[config.mk]
export PLATFORM = sky130hd
export DESIGN_NAME = best_mode_select
export DESIGN_NICKNAME = d
export VERILOG_FILES = /design/src/i4_rd_pkg.sv /design/src/best_mode_select.sv
export VERILOG_INCLUDE_DIRS = /design/src
export SDC_FILE = /design/constraint.sdc
export NUM_CORES = 1
export LEC_CHECK = 0
export ABC_AREA = 1
export BUFFER_PORTS_ARGS = -buffer_cell sky130_fd_sc_hd__buf_2
export CORE_MARGIN = 1.5
export CORE_UTILIZATION = 30
export DETAILED_ROUTE_END_ITERATION = 6
export PLACE_DENSITY_LB_ADDON = 0.2
export SYNTH_ARGS = -nofsm -noshare
export SYNTH_HDL_FRONTEND = slang
export SYNTH_SLANG_ARGS = --single-unit
[constraint.sdc]
create_clock -name vclk -period 4.3
set_clock_uncertainty 0.15 [all_clocks]
set_input_delay 0.215 -clock vclk [all_inputs]
set_output_delay 0.215 -clock vclk [all_outputs]
set_load 0.02 [all_outputs]
[src/i4_defines.svh]
// Global sizes for the intra 4x4 luma mode decision
// Block and mode counts, SSE and score widths, frame bias

`ifndef I4_DEFINES_SVH
`define I4_DEFINES_SVH

// Sub-blocks per macroblock and candidate modes
`define I4_BLOCKS      16
`define I4_MODES       4

// 16 * 255^2 fits in 20 bits
`define I4_SSE_W       20
`define I4_SCORE_W     64

// Multiplied by lambda to seed the macroblock total
`define I4_FRAME_BIAS  211

`endif

[src/i4_rd_pkg.sv]
// Rate-distortion types for the intra 4x4 mode decision
// Mode encoding, SSE and score words, per-macroblock mode map
// Fixed header cost of each mode

`include "i4_defines.svh"

package i4_rd_pkg;

    typedef enum logic [1:0] {
        MODE_DC = 2'd0,
        MODE_TM = 2'd1,
        MODE_VE = 2'd2,
        MODE_HE = 2'd3
    } mode_t;

    typedef logic [`I4_SSE_W-1:0]   sse_t;
    typedef logic [`I4_SCORE_W-1:0] score_t;

    // Entry i holds the mode of sub-block i
    typedef mode_t [`I4_BLOCKS-1:0] mb_modes_t;

    // Mode signalling cost, indexed by mode_t
    localparam logic [`I4_MODES-1:0][15:0] MODE_COST = {
        16'd1874,
        16'd1723,
        16'd1151,
        16'd40
    };

endpackage

[src/best_mode_select.sv]
// Lowest-score mode choice among the four candidates
// Two-level comparator tree, lower mode wins a tie

`timescale 1ns/1ns
`include "i4_defines.svh"

module best_mode_select (
    input  i4_rd_pkg::score_t [`I4_MODES-1:0] score_i,
    output i4_rd_pkg::mode_t                  mode_o
);
    import i4_rd_pkg::*;

    mode_t  lo_mode;
    mode_t  hi_mode;
    score_t lo_score;
    score_t hi_score;

    always_comb begin
        // DC against TM, VE against HE
        lo_mode  = (score_i[MODE_TM] < score_i[MODE_DC]) ? MODE_TM : MODE_DC;
        hi_mode  = (score_i[MODE_HE] < score_i[MODE_VE]) ? MODE_HE : MODE_VE;
        lo_score = score_i[lo_mode];
        hi_score = score_i[hi_mode];

        // Upper pair must be strictly better
        mode_o   = (hi_score < lo_score) ? hi_mode : lo_mode;
    end

endmodule

==> qor.yml <==
die:
  row_count: 50
  die_x_um: 142.8
  die_area_um2: 20390
  core_area_um2: 18960
  start_util_pct: 30.93
  io_pins: 258
  chipHeight_um: 142.8
detailed_routing:
  wl_per_cell_um: 12.99
  drt-total-wl_um: 20480
  drc: 0
  via_count: 7411
  drt_iter0_drc: 165
  postRouteAntennaNets: 0
  dr.pass1.iters: 4
  viasPerCell: 4.702
placement:
  io_buffers: 258
  dpl_cell_area_um2: 7974
  place_hpwl_um: 17510
  place.gp.congestion: 0.8373
critical_path:
  worstSetupPathType: "primary input to output port"
  crit_top_cell: "nand2_2"
  crit_slowest_cell: "ha_1"
  crit_path_start_kind: "primary input"
  critPathRequiredTime_ps: 3930
  cp_slowest_stage_delay_ps: 320
  path_buf_inv: 6
  crit_family: "simple AND/OR/NAND/NOR gates"
  cp_data_arrival_time_ps: 3740
  cp_max_fo: 8
  end_kind: "output port"
grt:
  first_global_vias: 6935
  grt_overflow: 0
  grt_max_degree: 49
  grt_pass1_wl_um: 30720
  grt_usage_pct: 18.20
  grt_antenna_before_repair: 6
power:
  ir_drop_v: 0.00006048
  p_leak_uw: 0.005063
  powerDensity_nw_per_um2: 144.9
outcome:
  outcome: "complete, no violations"
cells_and_area:
  synthToLayoutAreaGrowth_pct: 51.47
  nClkBuffers: 0
  final_util_pct: 46.85
  final_cell_area_um2: 8881
  seq_area_um2: 0
  final_layout_size_suffix_gt1_share_pct: 34.27
  nets: 1760
  seq_cells: 0
logic_synthesis:
  yosysTopAreaCell: "ha_1"
  mappedNetlistArea_um2: 5863
  yosys.cell_types.count: 33
  syn_avg_cell_area_um2: 5.965
  ys_seq_area_share_pct: 0
  syn_inst: 983
  netlist_top_cells_area: "ha_1 40%, nand2_1 17%, o21ai_0 13%"
  netlist.area_leader.share_pct: 40.33
  synth_nets: 1428
  yosys_warnings: 0
sta:
  finalCritPeriodShare_pct: 95.42
  rsz0062_at_grt: "true"
  period_needed_ps: 4103
  finalMaxSlewViolations: 0
  maxSlewHeadroom_pct: 81.28
  tightest_slew_ps: 278.5
  setup_viol_count_final: 0
  hold_viol: 0
  fmax_ghz: 0.2437
min_path:
  min_to: "mode_o[0]"
  hold_path.startpoint: "score_i[255]"
  hold_depth: 10
  hold_path.class: "primary input to output port"
clocking:
  cts-hold-fix-buffers: 0
flow_run:
  maxCapViolCount: 0
repair_timing:
action / in CTS / in global routing
pin swaps: 17 / 61
buffers inserted: 2 / 12
cloned: 2 / 7
setup endpoints to repair: 2 / 2
gates resized for setup: 35 / 114
tightest hold or removal path, cell delays in order:
cell and delay [ps]:
buf_2 110, nand2_1 50, o21ai_0 90, ha_1 160, a21oi_1 50, o2111ai_2 90
a31oi_2 50, nand3_1 80, nand2_2 70, buf_6 130
area by class of cell:
| cell class | count | area, um^2 |
|---|---|---|
| Multi-Input combinational cell | 806 | 5640 |
| Timing Repair Buffer | 355 | 2327 |
| Antenna cell | 3 | 7.507 |
| Fill cell | 2026 | 10070 |
| Inverter | 152 | 580.6 |
| Tap cell | 260 | 325.3 |
cells by family after synthesis:
logic type      after synthesis  synth area share (%)
compound gates              261                 23.07
fa+ha+maj                   189                 40.33
buf+inv                     179                 11.74
simple gates                354                 24.86
Yosys cell counts, drive strengths merged, types with 2 or more instances:
cell / count
nand4: 17
nor4: 2
inv: 152
a21oi: 92
a211oi: 5
o211ai: 4
nor2: 39
o21ai: 153
clkbuf: 18
o221ai: 2
nand2: 269
nand3: 10
buf: 9
nor3: 12
ha: 189
worst max-delay path by stage:
stage | slack [ps] | cells past startpoint | startpoint | to
final | 200 | 25 | score_i[54] | mode_o[0]
after global routing | -70 | 29 | score_i[63] | mode_o[0]
after CTS | 30 | 30 | score_i[188] | mode_o[0]
after detailed placement | -210 | 23 | score_i[55] | mode_o[0]
after global placement | -180 | 24 | score_i[55] | mode_o[0]
after floorplan | 330 | 24 | score_i[31] | mode_o[0]
where the power goes:
part	switching [uW]	internal, uW
clock network	0	0.0000933
logic	668	619
registers	0	0
cell usage in the layout, fill, tap and decap left out, drive strengths merged, types with 2 or more instances in the layout:
cell    count
diode       3
nor2       39
ha        189
o211ai      4
inv       151
o221ai      2
nor3       12
nor4        2
a211oi      5
nand3      10
nand4      17
nand2     271
a21oi      92
buf       349
o21ai     153
clkbuf      6
per-layer routing:
metal  global-route usage, %  wire length [um]  vias to the layer above
li1                        -                 -                     3994
met1                   23.73              9337                     3202
met2                   33.27              9770                      201
met3                   2.448              1252                       10
met4                  0.7596                91                        4
met5                       0                23                        -
per-stage QoR:
step | hold slack [ps] | setup TNS (ps) | setup WS (ps) | power [uW] | cells
finish | 1163 | 0 | 196.8 | 1287 | 1576
global route | 1243 | -102.9 | -70.27 | 1463 | 1573
CTS | 1194 | 0 | 28.44 | 1111 | 1555
detailed placement | 1176 | -383.5 | -212.2 | 1059 | 1551
global placement | 1190 | -308.1 | -177.7 | 1050 | 1551
floorplan | 817.2 | 0 | 332.8 | 643.9 | 983
No activity file was read; power rests on OpenSTA's default activity.
