<file path="config.mk">
export PLATFORM = sky130hd
export DESIGN_NAME = mode_rd_score
export DESIGN_NICKNAME = d
export VERILOG_FILES = /design/src/i4_pixel_pkg.sv /design/src/i4_rd_pkg.sv /design/src/mode_rd_score.sv
export VERILOG_INCLUDE_DIRS = /design/src
export SDC_FILE = /design/constraint.sdc
export NUM_CORES = 2
export LEC_CHECK = 0
export BUFFER_PORTS_ARGS = -buffer_cell sky130_fd_sc_hd__buf_2
export CAP_MARGIN = 20
export CORE_MARGIN = 2
export CORE_UTILIZATION = 65
export CTS_CLUSTER_SIZE = 10
export DETAILED_ROUTE_END_ITERATION = 7
export PLACE_DENSITY = 0.9
export SLEW_MARGIN = 25
export SYNTH_ARGS = -nofsm -noshare
export SYNTH_HDL_FRONTEND = slang
export SYNTH_SLANG_ARGS = --single-unit
</file>
<file path="constraint.sdc">
create_clock -name clk -period 0.8 [get_ports clk]
set_clock_uncertainty 0.1 [all_clocks]
set_input_delay 0.16 -clock clk [delete_from_list [all_inputs] [get_ports clk]]
set_output_delay 0.16 -clock clk [all_outputs]
set_load 0.02 [all_outputs]
</file>
<file path="src/i4_defines.svh">
// Global sizes for the intra 4x4 luma mode decision
// Block and mode counts, SSE and score widths, frame bias

`ifndef I4_DEFINES_SVH
`define I4_DEFINES_SVH

// Sub-blocks per macroblock and candidate modes
`define I4_BLOCKS      16
`define I4_MODES       4

// 16 * 255^2 fits in 20 bits
`define I4_SSE_W       20
`define I4_SCORE_W     64

// Multiplied by lambda to seed the macroblock total
`define I4_FRAME_BIAS  211

`endif

</file>
<file path="src/i4_pixel_pkg.sv">
// Pixel-level types for the intra 4x4 luma path
// Samples, 4x4 blocks, neighbor sets, 16x16 macroblock
// Raster position helper shared by the store and the source fetch

package i4_pixel_pkg;

    typedef logic [7:0] pix_t;

    // Indexed [y][x], row 0 in the low bytes
    typedef pix_t [3:0][3:0] blk4_t;

    typedef struct packed {
        pix_t       top_left;
        pix_t [3:0] top;
        pix_t       top_right;
        pix_t [3:0] left;
    } nbr_t;

    // Raster order, entry row * 16 + column
    typedef pix_t [255:0] mb_t;

    // Pixel (y, x) of sub-block idx in raster order
    // y or x of -1 and 4 reach into the neighboring blocks
    function automatic int pix_pos(input logic [3:0] idx, input int y, input int x);
        return (int'(idx[3:2]) * 4 + y) * 16 + int'(idx[1:0]) * 4 + x;
    endfunction

endpackage

</file>
<file path="src/i4_rd_pkg.sv">
// Rate-distortion types for the intra 4x4 mode decision
// Mode encoding, SSE and score words, per-macroblock mode map
// Fixed header cost of each mode

`include "i4_defines.svh"

package i4_rd_pkg;

    typedef enum logic [1:0] {
        MODE_DC = 2'd0,
        MODE_TM = 2'd1,
        MODE_VE = 2'd2,
        MODE_HE = 2'd3
    } mode_t;

    typedef logic [`I4_SSE_W-1:0]   sse_t;
    typedef logic [`I4_SCORE_W-1:0] score_t;

    // Entry i holds the mode of sub-block i
    typedef mode_t [`I4_BLOCKS-1:0] mb_modes_t;

    // Mode signalling cost, indexed by mode_t
    localparam logic [`I4_MODES-1:0][15:0] MODE_COST = {
        16'd1874,
        16'd1723,
        16'd1151,
        16'd40
    };

endpackage

</file>
<file path="src/mode_rd_score.sv">
// Rate-distortion score of one 4x4 prediction
// Registered SSE and SSE * 256 + mode cost * lambda

`timescale 1ns/1ns

module mode_rd_score #(
    parameter i4_rd_pkg::mode_t MODE = i4_rd_pkg::MODE_DC
) (
    input  logic                clk,
    input  logic                rst_n,
    input  i4_pixel_pkg::blk4_t pred_i,
    input  i4_pixel_pkg::blk4_t src_i,
    input  logic [31:0]         lambda_i,
    output i4_rd_pkg::sse_t     sse_o,
    output i4_rd_pkg::score_t   score_o
);
    import i4_rd_pkg::*;

    sse_t              sse_sum;
    logic signed [8:0] diff;
    logic [15:0]       sq;

    // Sum of squared differences over the block
    always_comb begin
        sse_sum = '0;
        diff    = '0;
        sq      = '0;
        for (int y = 0; y < 4; y++) begin
            for (int x = 0; x < 4; x++) begin
                diff    = $signed({1'b0, pred_i[y][x]}) - $signed({1'b0, src_i[y][x]});
                sq      = diff * diff;
                sse_sum = sse_sum + sse_t'(sq);
            end
        end
    end

    always_ff @(posedge clk or negedge rst_n) begin
        if (!rst_n) begin
            sse_o   <= '0;
            score_o <= '0;
        end else begin
            sse_o   <= sse_sum;
            score_o <= (score_t'(sse_sum) << 8)
                     + score_t'(MODE_COST[MODE]) * score_t'(lambda_i);
        end
    end

endmodule

</file>
==> metrics.cfg, run 1 <==
[clock_network]
cts_htree_levels = 2
cts_buffer_depth = 2
cts-buffers-inserted = 5
cts-root-buf = clkbuf_16
cts_sinks = 56

[logic_synthesis]
dominantRegCellSynth = dfrtp_1
yosysSeqAreaShare_pct = 2.68
syn_inst = 5975
synth_simple_gate_area_share_pct = 9.61
synth-compound-area-share_pct = 6.77
synth_adder_area_share_pct = 59.5
yosys_warnings = 0
synth_cell_type_count = 69
syn_area_per_cell_um2 = 8.77
yosysTopAreaCellShare_pct = 41.2
synth_edf_count = 0
synth_common_cells = inv_1, fa_1, ha_1
synth_top_family_by_area = adder cells
synthXorXnorAreaFrac_pct = 7.49
yosysTopAreaCell = fa_1
ys_ff_latch = 56
synthMostInstantiatedCell = inv_1
post_synth_instance_area_mm2 = 0.0524
async_flop_share_pct = 100
synth.top_cells.by_area = fa_1, ha_1, inv_1
synth_mux_area_share_pct = 0.296

[die]
fp.dieH_um = 288
start_util_pct = 65.3
fp.dieW_um = 288
design.portCount = 374
rows = 104

[run_status]
error = [ERROR GRT-0116] Global routing finished with congestion. Check the congestion regions in the DRC Viewer.
status = aborted with a tool error
haltStage = global routing (5_1_grt)

[grt]
grt_max_degree = 57
grt_pass1_wl_um = 523000
grt_pass1_vias = 74500
grt-ovfl-total = 720
track_usage_pct = 86.4

[placed_design]
numPortBuffers = 345
place.gp.congestion = 0.980
place_hpwl_um = 156000
place_ws_ps = -11930
dpl.cell_count = 8523

==> metrics by stage <==
step                cell area (µm²)  util [%]
CTS                           68100      85.0
detailed placement            65200      81.3
global placement              65200      81.3
floorplan                     53600         -
==> layer usage <==
| layer | GRT overflow | GRT usage, % |
|---|---|---|
| met5 | 4 | 73.7 |
| met4 | 225 | 86.1 |
| met1 | 72 | 83.0 |
| met3 | 58 | 81.5 |
| met2 | 361 | 95.3 |
==> kinds of logic after synthesis <==
kind of cell,Yosys count
buf+inv,1881
xor+xnor,447
other cells,1
fa+ha+maj,1842
compound gates,563
simple gates,1171
flops,56
mux,14
==> repair_timing <==
action                                 4_1_cts
endpoints found under the hold margin       58
hold buffers                                 3
resized for setup                          507
pin swaps                                  268
setup buffers                               81
setup endpoints to repair                  107
==> run 2, diff against run 1 <==
- CORE_UTILIZATION: 65 -> 40
- CTS_CLUSTER_SIZE: 10 -> not set
- PLACE_DENSITY: 0.9 -> not set
- PLACE_DENSITY_LB_ADDON: not set -> 0.15
==> run 2 against run 1 <==
Compared with the run above: the flow now finishes, with violations (setup timing); synthesized cell count is the same; area after synthesis unchanged.
==> metrics.cfg, run 2 <==
[placed_design]
dpl.cell_count = 9217
post_dp_cell_area_mm2 = 0.0661
place.gp.congestion = 0.900
place_hpwl_um = 122000
numPortBuffers = 345

[run]
max_cap_viol_count = 0

[logic_synthesis]
synthMostInstantiatedCell = inv_1
synth_common_cells = inv_1, fa_1, ha_1
yosysTopAreaCellShare_pct = 41.2
yosys_warnings = 0
synth_edf_count = 0
synth_cell_type_count = 69
syn_area_per_cell_um2 = 8.77
yosysSeqAreaShare_pct = 2.68
dominantRegCellSynth = dfrtp_1
ys_ff_latch = 56
async_flop_share_pct = 100
post_synth_instance_area_mm2 = 0.0524
syn_inst = 5975
synth.top_cells.by_area = fa_1, ha_1, inv_1
yosysTopAreaCell = fa_1

[final_layout]
final_common_cell = inv_1
antenna_cells = 0
drive_gt1_share_pct = 33.1
nets = 9748
largest_register_ff_count = 36
final_cell_count_no_fill = 9359
max_flop_register = score_o
finalCoreUtilization_pct = 55.2
mostFrequentLayoutCells = inv_1, buf_4, fa_1
reg.largest.list = score_o: 36 flops, sse_o: 20 flops
design_area_mm2 = 0.0716
area_growth_pct = 36.6

[grt]
track_usage_pct = 20.3
grt_max_degree = 39
grt-ovfl-total = 0
grt_pass1_wl_um = 224000
grt_pass1_vias = 45900
antenna_found_initial = 1

[route]
drc = 0
drt-vias-per-instance = 4.49
drtIter0Drc = 1553
routedWlPerCell_um = 14.3
detailroute.via_count = 42000
wl_met2_um = 69200
firstDrtPassIters = 5
route.met3.wl_um = 4070
routed_wl_um = 134000
antenna_left = 0
met1_length_um = 58200
dr.max_layer_used = met5

[setup_path]
cpMostUsedCell = fa_1
crit_end = score_o[33]
crit_path_start = src_i[97]
cp_slowest_cell = fa_1
slowest_delay_ps = 570
critical_path_required_ps = 900
crit_type = in -> reg
arrival_ps = 11500
worst-path-max-fanout = 5
startpoint_type = input pin
critPathCaptureType = register

[die]
die-area_mm2 = 0.134
core_area_mm2 = 0.130
rows = 132
fp.dieH_um = 366
start_util_pct = 40.4
design.portCount = 374
fp.dieW_um = 366

[min_path]
hp-class = in -> reg

[clock_network]
cts_htree_levels = 2
cts-root-buf = clkbuf_16
tritoncts = built
clk_pin_slew_worst_paths_ps = 80
cts-buffers-inserted = 5
cts_sinks = 56
cts_buffer_depth = 2

[timing]
fmax_mhz = 87.7
finalSetupViolCount = 107
fin_ws_ps = -10610
rsz0062_at_grt = true
fin_crit_ps = 11410
min_period_over_period_pct = 1430
finalHoldViolations = 0
slew_violations = 0

[run_status]
status = finished, violations left
violations = setup timing

run 2: worst min path at each step:
stage	start	to	slack, ps	cells past startpoint
global placement	rst_n	score_o[17]	60	2
detailed placement	rst_n	score_o[17]	70	2
global route	lambda_i[2]	score_o[5]	30	2
CTS	lambda_i[2]	score_o[5]	-2	2
floorplan	rst_n	score_o[10]	-240	0
finish	lambda_i[0]	score_o[5]	30	2
run 2: area by class of cell:
cell class              count  area [µm²]
fillers                 11900       58100
multi-input cells        4066       48300
repair buffers           1671       12600
inverters                1816        6920
well taps                1742        2180
flip-flops and latches     56        1400
clock buffers               5         125
clock inverters             3        46.3
run 2: metal layers:
layer,vias to the layer above,GRT usage (%)
li1,20800,-
met1,20600,26.6
met2,508,37.0
met3,100,1.73
met4,2,3.13
met5,-,0
run 2: critical path: cells and delay by family:
kind            cells  cell delay [ps]
fa+ha+maj          15             6710
compound gates     13             2240
buf+inv             9              580
xor+xnor            4              680
simple gates       11             1130
run 2: logic make-up after synthesis:
family                     after synthesis  synth area share, %
buffers and inverters                 1881                 13.7
adders and majority gates             1842                 59.5
and+or+nand+nor                       1171                 9.61
AOI/OAI and AO/OA                      563                 6.77
xor gates and xnor gates               447                 7.49
DFF                                     56                 2.68
muxes                                   14                0.296
other                                    1              0.00716
run 2: timing repair:
action,4_1_cts,5_1_grt
buffers inserted,101,61
hold buffers,3,0
cloned,0,0
resized for setup,453,546
setup endpoints to repair,107,107
endpoints found under the hold margin,59,0
pin swaps,240,310
run 2: stage by stage:
step	hold slack (ps)	setup TNS (ps)	setup slack (ps)
after floorplan	-236	-401790	-10350
after global placement	63.9	-448020	-11090
after detailed placement	70.0	-451730	-11210
after CTS	-2.25	-440820	-10670
after global routing	25.8	-455930	-11130
final	26.6	-437540	-10610
Power of run 2 is not shown: default switching activity piles up to over one toggle a cycle in this logic, so the estimate is an artifact.
